File: config.mk
export PLATFORM = sky130hd
export DESIGN_NAME = lcd_top
export DESIGN_NICKNAME = d
export VERILOG_FILES = /design/src/logic/lcd_pkg.sv /design/src/logic/lcd_init_rom.sv /design/src/logic/lcd_init.sv /design/src/logic/lcd_axil_slave.sv /design/src/logic/lcd_bus_writer.sv /design/src/logic/lcd_top.sv
export SDC_FILE = /design/constraint.sdc
export NUM_CORES = 1
export LEC_CHECK = 0
export ABC_AREA = 1
export BUFFER_PORTS_ARGS = -buffer_cell sky130_fd_sc_hd__buf_2
export CAP_MARGIN = 20
export CORE_UTILIZATION = 36
export CTS_BUF_LIST = sky130_fd_sc_hd__clkbuf_16
export DETAILED_ROUTE_END_ITERATION = 7
export PLACE_DENSITY = 0.54
export SYNTH_ARGS = -nofsm -noshare
export SYNTH_HDL_FRONTEND = slang
export SYNTH_SLANG_ARGS = --single-unit
File: constraint.sdc
create_clock -name pclk -period 4.6 [get_ports pclk]
set_clock_uncertainty 0.1 [all_clocks]
set_input_delay 0.23 -clock pclk [delete_from_list [all_inputs] [get_ports pclk]]
set_output_delay 0.23 -clock pclk [all_outputs]
set_load 0.005 [all_outputs]
File: src/logic/lcd_pkg.sv
`default_nettype none

package lcd_pkg;

    // rom layout
    localparam int rom_depth  = 24;
    localparam int rom_addr_w = 5;
    localparam int rom_word_w = 18;
    localparam int init_end   = 9;   // last script word, logo follows
    localparam int wait_bit   = 17;
    localparam int rs_bit     = 16;

    // screen and delays, shrunk for simulation
    localparam int          frame_pixels = 16;
    localparam logic [15:0] fill_color   = 16'hffff;
    localparam int          delay_cycles = 40;
    localparam int          keep_cycles  = 64;
    localparam int          dly_w        = $clog2(keep_cycles);  // keep_cycles is the longer one
    localparam int          pix_w        = $clog2(frame_pixels);

    // write strobe phases
    localparam int wr_low_cycles  = 2;
    localparam int wr_high_cycles = 2;
    localparam int phase_w        = $clog2(wr_low_cycles + wr_high_cycles);

    // axi4-lite register map
    localparam int                     axil_addr_w = 4;
    localparam int                     axil_data_w = 32;
    localparam logic [axil_addr_w-1:0] reg_status  = 4'h0;
    localparam logic [axil_addr_w-1:0] reg_cmd     = 4'h4;
    localparam logic [axil_addr_w-1:0] reg_data    = 4'h8;
    localparam logic [axil_addr_w-1:0] reg_ctrl    = 4'hc;

    localparam logic [1:0] resp_okay   = 2'b00;
    localparam logic [1:0] resp_slverr = 2'b10;

    typedef enum logic [2:0] {
        idle,
        script,
        script_wait,
        fill,
        logo,
        keep,
        done
    } init_state_e;

    typedef enum logic [1:0] {
        w_idle,
        w_issue,
        w_resp
    } axil_wstate_e;

endpackage

`default_nettype wire

File: src/logic/lcd_init_rom.sv
`timescale 1ns/10ps
`default_nettype none

module lcd_init_rom import lcd_pkg::*; (
    input  logic                  pclk,
    input  logic [rom_addr_w-1:0] rom_addr,
    output logic [rom_word_w-1:0] rom_word
);

    // {wait, rs, data}
    function automatic logic [rom_word_w-1:0] rom_lookup(input logic [rom_addr_w-1:0] a);
        logic [15:0] logo_val;
        logo_val = 16'hf800 + 16'(a - rom_addr_w'(init_end + 1)) * 16'h0101;
        case (a)
            5'd0:    rom_lookup = {1'b1, 1'b0, 16'h0001};  // soft reset
            5'd1:    rom_lookup = {1'b1, 1'b0, 16'h0011};  // sleep out
            5'd2:    rom_lookup = {1'b0, 1'b0, 16'h003a};
            5'd3:    rom_lookup = {1'b0, 1'b1, 16'h0055};  // 16 bpp
            5'd4:    rom_lookup = {1'b0, 1'b0, 16'h0036};
            5'd5:    rom_lookup = {1'b0, 1'b1, 16'h0008};
            5'd6:    rom_lookup = {1'b0, 1'b0, 16'h002a};
            5'd7:    rom_lookup = {1'b0, 1'b1, 16'h0000};
            5'd8:    rom_lookup = {1'b0, 1'b1, 16'h000f};
            5'd9:    rom_lookup = {1'b0, 1'b0, 16'h0029};  // display on
            default: rom_lookup = {1'b0, 1'b1, logo_val};
        endcase
    endfunction

    always_ff @(posedge pclk) begin
        rom_word <= rom_lookup(rom_addr);
    end

    a_addr_range: assert property (@(posedge pclk) rom_addr < rom_addr_w'(rom_depth))
        else $error("rom address %0d out of range", rom_addr);

endmodule

`default_nettype wire

File: src/logic/lcd_init.sv
`timescale 1ns/10ps
`default_nettype none

module lcd_init import lcd_pkg::*; (
    input  logic                  pclk,
    input  logic                  rst_n,
    input  logic                  init_restart,
    input  logic                  write_ok,
    input  logic [rom_word_w-1:0] rom_word,
    output logic [rom_addr_w-1:0] rom_addr,
    output logic                  init_req,
    output logic                  init_rs,
    output logic [15:0]           init_data,
    output logic                  init_busy,
    output logic                  init_finish
);

    init_state_e      state;
    logic [pix_w-1:0] pix_cnt;
    logic [dly_w-1:0] dly_cnt;

    // rom_word follows rom_addr one edge later, same edge that raises init_req
    always_ff @(posedge pclk) begin
        if (!rst_n) begin
            state    <= idle;
            rom_addr <= '0;
            init_req <= 1'b0;
            pix_cnt  <= '0;
            dly_cnt  <= '0;
        end else begin
            case (state)
                idle: begin
                    rom_addr <= '0;
                    init_req <= 1'b0;
                    pix_cnt  <= '0;
                    dly_cnt  <= '0;
                    state    <= script;
                end
                script, logo: begin
                    if (init_req) begin
                        if (write_ok) begin
                            init_req <= 1'b0;
                            if (state == logo) begin
                                if (rom_addr == rom_addr_w'(rom_depth - 1)) begin
                                    dly_cnt <= '0;
                                    state   <= keep;
                                end else begin
                                    rom_addr <= rom_addr + 1'b1;
                                end
                            end else begin
                                rom_addr <= rom_addr + 1'b1;
                                if (rom_word[wait_bit]) begin
                                    dly_cnt <= '0;
                                    state   <= script_wait;
                                end else if (rom_addr == rom_addr_w'(init_end)) begin
                                    state <= fill;
                                end
                            end
                        end
                    end else begin
                        init_req <= 1'b1;
                    end
                end
                script_wait: begin
                    dly_cnt <= dly_cnt + 1'b1;
                    if (dly_cnt == dly_w'(delay_cycles - 1)) begin
                        // rom_addr already points past the waited word
                        if (rom_addr == rom_addr_w'(init_end + 1))
                            state <= fill;
                        else
                            state <= script;
                    end
                end
                fill: begin
                    if (init_req) begin
                        if (write_ok) begin
                            init_req <= 1'b0;
                            pix_cnt  <= pix_cnt + 1'b1;
                            if (pix_cnt == pix_w'(frame_pixels - 1))
                                state <= logo;
                        end
                    end else begin
                        init_req <= 1'b1;
                    end
                end
                keep: begin
                    dly_cnt <= dly_cnt + 1'b1;
                    if (dly_cnt == dly_w'(keep_cycles - 1))
                        state <= done;
                end
                done: begin
                    if (init_restart)
                        state <= idle;
                end
                default: begin
                    state <= idle;
                end
            endcase
        end
    end

    assign init_rs     = (state == fill) ? 1'b1 : rom_word[rs_bit];
    assign init_data   = (state == fill) ? fill_color : rom_word[15:0];
    assign init_busy   = (state != done);
    assign init_finish = (state == done);

    // bus is with the cpu by then, a request here would be lost
    a_no_req_done: assert property (@(posedge pclk) disable iff (!rst_n)
        (state == done) |-> !init_req && !write_ok)
        else $error("init request or completion while done");

endmodule

`default_nettype wire

File: src/logic/lcd_axil_slave.sv
`timescale 1ns/10ps
`default_nettype none

module lcd_axil_slave import lcd_pkg::*; (
    input  logic                     pclk,
    input  logic                     rst_n,
    input  logic [axil_addr_w-1:0]   awaddr,
    input  logic                     awvalid,
    output logic                     awready,
    input  logic [axil_data_w-1:0]   wdata,
    input  logic [axil_data_w/8-1:0] wstrb,
    input  logic                     wvalid,
    output logic                     wready,
    output logic [1:0]               bresp,
    output logic                     bvalid,
    input  logic                     bready,
    input  logic [axil_addr_w-1:0]   araddr,
    input  logic                     arvalid,
    output logic                     arready,
    output logic [axil_data_w-1:0]   rdata,
    output logic [1:0]               rresp,
    output logic                     rvalid,
    input  logic                     rready,
    input  logic                     init_finish,
    input  logic                     cpu_ok,
    output logic                     cpu_req,
    output logic                     cpu_rs,
    output logic [15:0]              cpu_data,
    output logic                     init_restart
);

    axil_wstate_e wstate;
    logic         aw_hs;
    logic         ar_hs;
    logic         wr_panel;

    // aw and w are taken together
    assign aw_hs    = (wstate == w_idle) && awvalid && wvalid;
    assign awready  = aw_hs;
    assign wready   = aw_hs;
    assign wr_panel = (awaddr == reg_cmd) || (awaddr == reg_data);

    assign arready = !rvalid;
    assign ar_hs   = arvalid && arready;

    always_ff @(posedge pclk) begin
        if (!rst_n) begin
            wstate       <= w_idle;
            cpu_req      <= 1'b0;
            bvalid       <= 1'b0;
            bresp        <= resp_okay;
            init_restart <= 1'b0;
        end else begin
            init_restart <= 1'b0;
            case (wstate)
                w_idle: begin
                    if (aw_hs) begin
                        wstate <= w_issue;
                        bresp  <= resp_okay;
                        if (wr_panel && init_finish)
                            cpu_req <= 1'b1;
                        else if (wr_panel)
                            bresp <= resp_slverr;  // panel still owned by init
                        else if (awaddr == reg_ctrl)
                            init_restart <= wstrb[0] && wdata[0];
                        else
                            bresp <= resp_slverr;
                    end
                end
                w_issue: begin
                    // no request means the response is ready at once
                    if (!cpu_req || cpu_ok) begin
                        cpu_req <= 1'b0;
                        bvalid  <= 1'b1;
                        wstate  <= w_resp;
                    end
                end
                w_resp: begin
                    if (bready) begin
                        bvalid <= 1'b0;
                        wstate <= w_idle;
                    end
                end
                default: begin
                    wstate <= w_idle;
                end
            endcase
        end
    end

    always_ff @(posedge pclk) begin
        if (aw_hs) begin
            cpu_rs   <= (awaddr == reg_data);
            cpu_data <= wdata[15:0];
        end
    end

    always_ff @(posedge pclk) begin
        if (!rst_n)
            rvalid <= 1'b0;
        else if (ar_hs)
            rvalid <= 1'b1;
        else if (rready)
            rvalid <= 1'b0;
    end

    always_ff @(posedge pclk) begin
        if (ar_hs) begin
            if (araddr == reg_status) begin
                rdata <= {{(axil_data_w - 2){1'b0}}, cpu_req, init_finish};
                rresp <= resp_okay;
            end else begin
                rdata <= '0;
                rresp <= resp_slverr;
            end
        end
    end

    a_bvalid_hold: assert property (@(posedge pclk) disable iff (!rst_n)
        bvalid && !bready |=> bvalid && $stable(bresp))
        else $error("bvalid dropped before bready");

endmodule

`default_nettype wire

File: src/logic/lcd_bus_writer.sv
`timescale 1ns/10ps
`default_nettype none

module lcd_bus_writer import lcd_pkg::*; (
    input  logic        pclk,
    input  logic        rst_n,
    input  logic        init_busy,
    input  logic        init_req,
    input  logic        init_rs,
    input  logic [15:0] init_data,
    input  logic        cpu_req,
    input  logic        cpu_rs,
    input  logic [15:0] cpu_data,
    output logic        write_ok,
    output logic        cpu_ok,
    output logic        cs_n,
    output logic        wr_n,
    output logic        rs,
    output logic [15:0] db
);

    logic               active;
    logic               src_cpu;
    logic [phase_w-1:0] phase;
    logic               pick_req;
    logic               accept;
    logic               last;

    // init owns the bus until it is done
    assign pick_req = init_busy ? init_req : cpu_req;
    assign accept   = !active && pick_req;
    assign last     = active && (phase == phase_w'(wr_low_cycles + wr_high_cycles - 1));
    assign write_ok = last && !src_cpu;
    assign cpu_ok   = last && src_cpu;

    always_ff @(posedge pclk) begin
        if (!rst_n) begin
            active  <= 1'b0;
            src_cpu <= 1'b0;
            phase   <= '0;
            cs_n    <= 1'b1;
            wr_n    <= 1'b1;
        end else if (accept) begin
            active  <= 1'b1;
            src_cpu <= !init_busy;
            phase   <= '0;
            cs_n    <= 1'b0;
            wr_n    <= 1'b0;
        end else if (active) begin
            phase <= phase + 1'b1;
            if (phase == phase_w'(wr_low_cycles - 1))
                wr_n <= 1'b1;  // panel latches here
            if (last) begin
                active <= 1'b0;
                cs_n   <= 1'b1;
            end
        end
    end

    always_ff @(posedge pclk) begin
        if (accept) begin
            rs <= init_busy ? init_rs : cpu_rs;
            db <= init_busy ? init_data : cpu_data;
        end
    end

    a_db_stable: assert property (@(posedge pclk) disable iff (!rst_n)
        !cs_n |=> cs_n || ($stable(db) && $stable(rs)))
        else $error("db or rs changed inside a write");

endmodule

`default_nettype wire

File: src/logic/lcd_top.sv
`timescale 1ns/10ps
`default_nettype none

module lcd_top import lcd_pkg::*; (
    input  logic                     pclk,
    input  logic                     rst_n,
    input  logic [axil_addr_w-1:0]   awaddr,
    input  logic                     awvalid,
    output logic                     awready,
    input  logic [axil_data_w-1:0]   wdata,
    input  logic [axil_data_w/8-1:0] wstrb,
    input  logic                     wvalid,
    output logic                     wready,
    output logic [1:0]               bresp,
    output logic                     bvalid,
    input  logic                     bready,
    input  logic [axil_addr_w-1:0]   araddr,
    input  logic                     arvalid,
    output logic                     arready,
    output logic [axil_data_w-1:0]   rdata,
    output logic [1:0]               rresp,
    output logic                     rvalid,
    input  logic                     rready,
    output logic                     cs_n,
    output logic                     wr_n,
    output logic                     rs,
    output logic [15:0]              db
);

    logic [rom_addr_w-1:0] rom_addr;
    logic [rom_word_w-1:0] rom_word;
    logic                  init_req;
    logic                  init_rs;
    logic [15:0]           init_data;
    logic                  init_busy;
    logic                  init_finish;
    logic                  init_restart;
    logic                  write_ok;
    logic                  cpu_req;
    logic                  cpu_rs;
    logic [15:0]           cpu_data;
    logic                  cpu_ok;

    lcd_axil_slave u_slave (
        .pclk         (pclk),
        .rst_n        (rst_n),
        .awaddr       (awaddr),
        .awvalid      (awvalid),
        .awready      (awready),
        .wdata        (wdata),
        .wstrb        (wstrb),
        .wvalid       (wvalid),
        .wready       (wready),
        .bresp        (bresp),
        .bvalid       (bvalid),
        .bready       (bready),
        .araddr       (araddr),
        .arvalid      (arvalid),
        .arready      (arready),
        .rdata        (rdata),
        .rresp        (rresp),
        .rvalid       (rvalid),
        .rready       (rready),
        .init_finish  (init_finish),
        .cpu_ok       (cpu_ok),
        .cpu_req      (cpu_req),
        .cpu_rs       (cpu_rs),
        .cpu_data     (cpu_data),
        .init_restart (init_restart)
    );

    lcd_init u_init (
        .pclk         (pclk),
        .rst_n        (rst_n),
        .init_restart (init_restart),
        .write_ok     (write_ok),
        .rom_word     (rom_word),
        .rom_addr     (rom_addr),
        .init_req     (init_req),
        .init_rs      (init_rs),
        .init_data    (init_data),
        .init_busy    (init_busy),
        .init_finish  (init_finish)
    );

    lcd_init_rom u_rom (
        .pclk     (pclk),
        .rom_addr (rom_addr),
        .rom_word (rom_word)
    );

    lcd_bus_writer u_writer (
        .pclk      (pclk),
        .rst_n     (rst_n),
        .init_busy (init_busy),
        .init_req  (init_req),
        .init_rs   (init_rs),
        .init_data (init_data),
        .cpu_req   (cpu_req),
        .cpu_rs    (cpu_rs),
        .cpu_data  (cpu_data),
        .write_ok  (write_ok),
        .cpu_ok    (cpu_ok),
        .cs_n      (cs_n),
        .wr_n      (wr_n),
        .rs        (rs),
        .db        (db)
    );

endmodule

`default_nettype wire

## Word-level counts from Yosys, hierarchy flattened

Index checks and enable logic that the tools add are counted.
Widths: inputs -> output; s select.

| storage, ports and cells | value |
|---|---|
| flip-flop bits (word level) | 119 |
| input port bits | 51 |
| output and inout bits | 60 |
| logic and storage cells | 187 |

| cells by class | value |
|---|---|
| $add $sub $neg | 6 |
| $mul | 1 |
| equal/unequal tests | 44 |
| mux-type cells | 63 |
| bitwise gates (word level) | 4 |
| reductions and logical operators | 45 |

Operators with widths:

| kind | number |
|---|---|
| $pmux 18 s10 | 1 |
| $mux 3 | 12 |
| $mux 16 | 2 |
| $mux 6 | 5 |
| $mux 1 | 21 |
| $eq 5x3->1 const B | 4 |
| $mux 5 | 4 |
| $pmux 3 s6 | 1 |
| $pmux 6 s3 | 1 |
| $reduce_bool 2->1 | 9 |
| $add 16x16->16 const A | 1 |
| $mul 16x9->16 const B | 1 |
| $mux 2 | 8 |
| $ne 2x1->1 const B | 8 |
| $eq 5x4->1 const B | 3 |
| $eq 4x4->1 const B | 3 |
| $eq 6x6->1 const B | 2 |
| $eq 5x2->1 const B | 2 |
| $pmux 5 s2 | 1 |
| $reduce_and 10->1 | 1 |
| $eq 3x3->1 const B | 3 |
| $logic_and 1x1->1 | 9 |
| $ne 3x3->1 const B | 3 |
| $reduce_and 3->1 | 3 |
| other kinds (33) | 55 |

## Logic depth before layout (Yosys ltp)

| logic depth | value |
|---|---|
| word-level depth | 7 |
| mapped depth | 20 |
| mapped depth without buffers | 19 |

## Hierarchy

A second synthesis with hierarchy kept.

| unflattened totals | value |
|---|---|
| cells, all modules | 559 |
| area, all modules | 4576.9 um2 |

Modules (own cells, without submodules):

| module | instances | cells each | area each (um2) | sequential area each (um2) |
|---|---|---|---|---|
| lcd_init | 1 | 198 | 1276.2 | 380.4 |
| lcd_axil_slave | 1 | 113 | 1218.7 | 740.7 |
| lcd_init_rom | 1 | 136 | 1062.3 | 360.3 |
| lcd_bus_writer | 1 | 112 | 1019.7 | 630.6 |

## Least setup slack after synthesis

Ideal clock, no wire load.

| timing | value |
|---|---|
| kind | reg-to-reg |
| start point | reg u_init.rom_addr[2] |
| end point | reg u_rom.rom_word[15] |
| library setup time | 0.115 ns |
| arrival time | 3.158 ns |
| data required time | 4.385 ns |
| path slack | 1.228 ns |
| stages on the path, launching flop included | 21 |
| path buffers | 1 |
| period minus slack after synthesis | 3.372 ns |
| path through | dfxtp_1 > buf_6 > clkinv_2 > ha_1 > or2_4 > nand2_2 > inv_1 > nor2_1 > nor2_1 > ha_1 > inv_1 > fa_1 > inv_1 > ha_1 > inv_1 > fa_1 > nor2_1 > o21a_1 > nor2_1 > xnor2_1 > nor2_1 |

| between the ends | value |
|---|---|
| longest elaborated chain between the ends | 4 |
| elaborated cells on any way between the ends | 14 |

Ends and longest elaborated chain:

| element | RTL line | text |
|---|---|---|
| start: declaration | lcd_init.sv:10 | `output logic [rom_addr_w-1:0] rom_addr,` |
| start signal: assignment | lcd_init.sv:48 | `rom_addr <= rom_addr + 1'b1;` |
| start signal: assignment | lcd_init.sv:51 | `rom_addr <= rom_addr + 1'b1;` |
| $sub 5x4->6 | lcd_init_rom.sv:13 | `logo_val = 16'hf800 + 16'(a - rom_addr_w'(init_end + 1)) * 16'h0101;` |
| $mul 16x9->16 | lcd_init_rom.sv:13 |  |
| $add 16x16->16 | lcd_init_rom.sv:13 |  |
| $pmux 18 s10 * | lcd_init_rom.sv:14 | `case (a)` |
| end signal: assignment | lcd_init_rom.sv:30 | `rom_word <= rom_lookup(rom_addr);` |
| end: declaration | lcd_init_rom.sv:7 | `output logic [rom_word_w-1:0] rom_word` |

Mark *: on every way between the ends. The rest lies on a longest branch, timed or not.
A chain may end at the register's enable or synchronous reset.

## Final worst setup path

| timing | value |
|---|---|
| start point | reg u_init.rom_addr[1] |
| end point | reg u_rom.rom_word[15] |

The elaborated chain is that of the path after synthesis.

==> impl_metrics.py <==
metrics = {
    "synth": {
        "synth_fa_ha_area_frac": 0.0708,
        "synth_top_area_cell": "edfxtp_1",
        "ys_async_sr_fraction": 0,
        "synth_top_family_by_area": "simple AND/OR/NAND/NOR gates",
        "synth.yosys.seq_area_share": 0.471,
        "synthXorXnorAreaFrac": 0.0215,
        "ys.flop_type": "dfxtp_1",
        "yosysUniqueCellTypes": 39,
        "synthMuxAreaShare": 0.00223,
        "synth.most_common_cell": "nand2_1",
        "yosys-top-cells-count": "nand2_1 (118), nor2_1 (66), inv_1 (58), dfxtp_1 (50), edfxtp_1 (37)",
        "synthSimpleGateAreaFrac": 0.231,
        "synth_compound_area_frac": 0.0744,
        "ys_seq_elements": 87,
        "yosysWarnings": 0,
        "avgSynthCellArea_sq_um": 8.36,
        "synthTopCellsByArea": "edfxtp_1 (25%), dfxtp_1 (22%), nand2_1 (9.9%)",
        "synth_top_area_frac": 0.248,
        "syn-cell-area_sq_um": 4490,
        "synth_cells": 537,
        "synth_edf_count": 37,
    },
    "die": {
        "coreArea_sq_um": 12100,
        "die_w_microns": 114,
        "die_height_microns": 114,
        "initial_core_util": 0.372,
        "ios": 111,
        "dieArea_sq_um": 12900,
        "fp-row-count": 40,
    },
    "cells_and_area": {
        "antenna_cells": 0,
        "syn2layout_area_growth_pct": 16.9,
        "drive_gt1_frac": 0.155,
        "finalNetCount": 683,
        "final_area_sq_um": 5250,
        "final_util": 0.435,
    },
    "sta": {
        "fin_crit_ps": 3740,
        "tightest_slew_ps": 887,
        "drv_slew": 0,
        "fmax_mhz": 267,
        "relSlewSlack": 0.408,
        "setup_viol": 0,
        "period_share": 0.814,
        "rsz0062_at_grt": "no",
        "finalSetupTns_ps": 0,
        "finalHoldViolations": 0,
    },
    "route": {
        "wl_microns": 8410,
        "vias": 3471,
        "vias_per_cell": 4.44,
        "first_pass_iters": 5,
        "drc": 0,
        "drtIter0Drc": 196,
        "route.antenna.remaining_nets": 0,
        "avgRoutedWirePerCell_microns": 10.8,
    },
    "grt": {
        "grt_pass1_vias": 3249,
        "antenna_found_initial": 0,
        "grt_max_degree": 23,
        "grtUsageTotal": 0.141,
        "grt.overflow.total": 0,
        "grt_pass1_wl_microns": 14600,
    },
    "placement": {
        "gp_congestion": 0.813,
        "dp_hpwl_microns": 6290,
        "place_area_sq_um": 4780,
        "io_buffers": 59,
    },
    "worst_hold_path": {
        "hold_class": "in2reg",
        "min_from": "wstrb[0]",
    },
    "clock_tree": {
        "ctsRootBufferMaster": "clkbuf_16",
        "clk_pin_slew_ps": 60,
        "cts_buffer_depth": 2,
        "cts_resized": 0,
        "cts_num_sinks": 87,
        "clock_latency_ps": 330,
        "cts_tree": "built",
        "cts_buffers": 9,
        "cts_htree_levels": 3,
    },
    "worst_setup_path": {
        "start_kind": "flip-flop",
        "critPathRequiredTime_ps": 4710,
        "regToRegStartpoint": "u_init.rom_addr[1]",
        "crit_type": "reg2reg",
        "path_max_fanout": 9,
        "startpoint": "u_init.rom_addr[1]",
        "cp_data_arrival_time_ps": 3850,
        "end_kind": "flip-flop",
    },
    "status": {
        "status": "finished, final reports clean",
    },
    "run": {
        "drv_cap": 0,
    },
    "pwr": {
        "p_leak_nw": 2.46,
        "vdd_drop_max_uv": 187,
        "power.total_w": 0.00282,
        "powerDensity_nw_per_um2": 538,
    },
}
==> kinds of logic (layout without fill, tap and decap cells) <==
| logic type | after synthesis | in the layout |
|---|---|---|
| AOI/OAI and AO/OA | 63 | 63 |
| xor gates and xnor gates | 11 | 11 |
| adders and majority gates | 23 | 23 |
| buffers and inverters | 111 | 157 |
| DFF | 87 | 87 |
| muxes | 1 | 1 |
| other | 1 | 32 |
| and+or+nand+nor | 240 | 240 |
==> final cells by class <==
class,instances,area [sq um]
Fill cell,1188,6810
Timing Repair Buffer,76,463
Sequential cell,87,2110
Clock buffer,10,250
Clock inverter,6,53.8
Multi-Input combinational cell,370,1910
Tap cell,168,210
Inverter,65,245
==> cell usage in the layout (no fill, tap or decap), types with 2 or more instances in the layout <==
master / Yosys / final
inv_2: 5 / 5
nor2_1: 66 / 66
nand2_1: 118 / 118
xnor2_1: 2 / 2
conb_1: 1 / 32
o21a_1: 3 / 3
nand2_2: 5 / 5
nor3_1: 7 / 7
xor2_1: 9 / 9
dlygate4sd3_1: 0 / 16
a21oi_1: 27 / 27
clkbuf_16: 0 / 10
nand3_1: 26 / 26
o21ai_1: 2 / 2
and3_1: 3 / 3
clkinv_2: 1 / 2
nor3_2: 4 / 4
o21ai_0: 27 / 27
inv_1: 58 / 61
buf_2: 3 / 59
dfxtp_1: 50 / 50
o21ai_2: 2 / 2
nand4_1: 3 / 3
edfxtp_1: 37 / 37
ha_1: 19 / 19
fa_1: 4 / 4
==> where the power goes <==
part	total, W	internal [W]	switching, W	leakage, nW
logic	0.00102	0.000380	0.000638	1.54
registers	0.00108	0.000998	0.0000837	0.755
clock network	0.000722	0.000446	0.000276	0.157
total	0.00282	0.00182	0.000998	2.46
==> state kept, by name, summed over array words and instances (netlist names), 2 cells and up <==
name              count
u_slave.rdata         2
u_writer.phase        2
u_slave.cpu_data     16
u_init.dly_cnt        6
u_init.pix_cnt        4
u_writer.db          16
u_rom.rom_word       18
u_init.rom_addr       5
u_slave.wstate        2
u_init.state          3
==> worst max-delay path, cell delays in order, from the launching register on <==
cell and delay, ps:
dfxtp_1 420, inv_1 160, ha_1 240, or2_4 260, nand2_2 180, inv_1 110, nor2_1 110, nor2_1 50
ha_1 190, inv_1 60, fa_1 400, inv_1 70, ha_1 150, inv_1 60, fa_1 450, nor2_1 220
o21a_1 150, nor2_1 50, xnor2_1 120, nor2_1 50
==> repair_timing <==
item / in CTS / in global routing
endpoints found under the hold margin: 16 / 0
hold buffers: 16 / 0
buffers inserted: 0 / 0
==> metrics by stage <==
step | cells | setup WS [ps] | hold slack, ps
2_1_floorplan | 568 | 1230 | 229
3_3_place_gp | 750 | 948 | 308
3_5_place_dp | 750 | 918 | 309
4_1_cts | 782 | 847 | 57.0
5_1_grt | 782 | 530 | 76.3
6_report | 782 | 857 | 61.6
==> layer usage <==
layer  track usage  routed length, microns  vias up
met5             0                       0        -
met4        0.0579                     136        0
met3        0.0234                     329       10
met2         0.232                    3900       86
met1         0.184                    4040     1572
li1              -                       -     1803
==> worst paths after layout <==
check / end / depth (start not counted) / slack, ps
setup reg to reg: u_rom.rom_word[15] / 19 / 860
hold / removal: u_slave.init_restart / 3 / 60
hold reg to reg: u_slave.bvalid / 2 / 370
setup / recovery: u_rom.rom_word[15] / 19 / 860
Power figures use the tool's default switching activity.
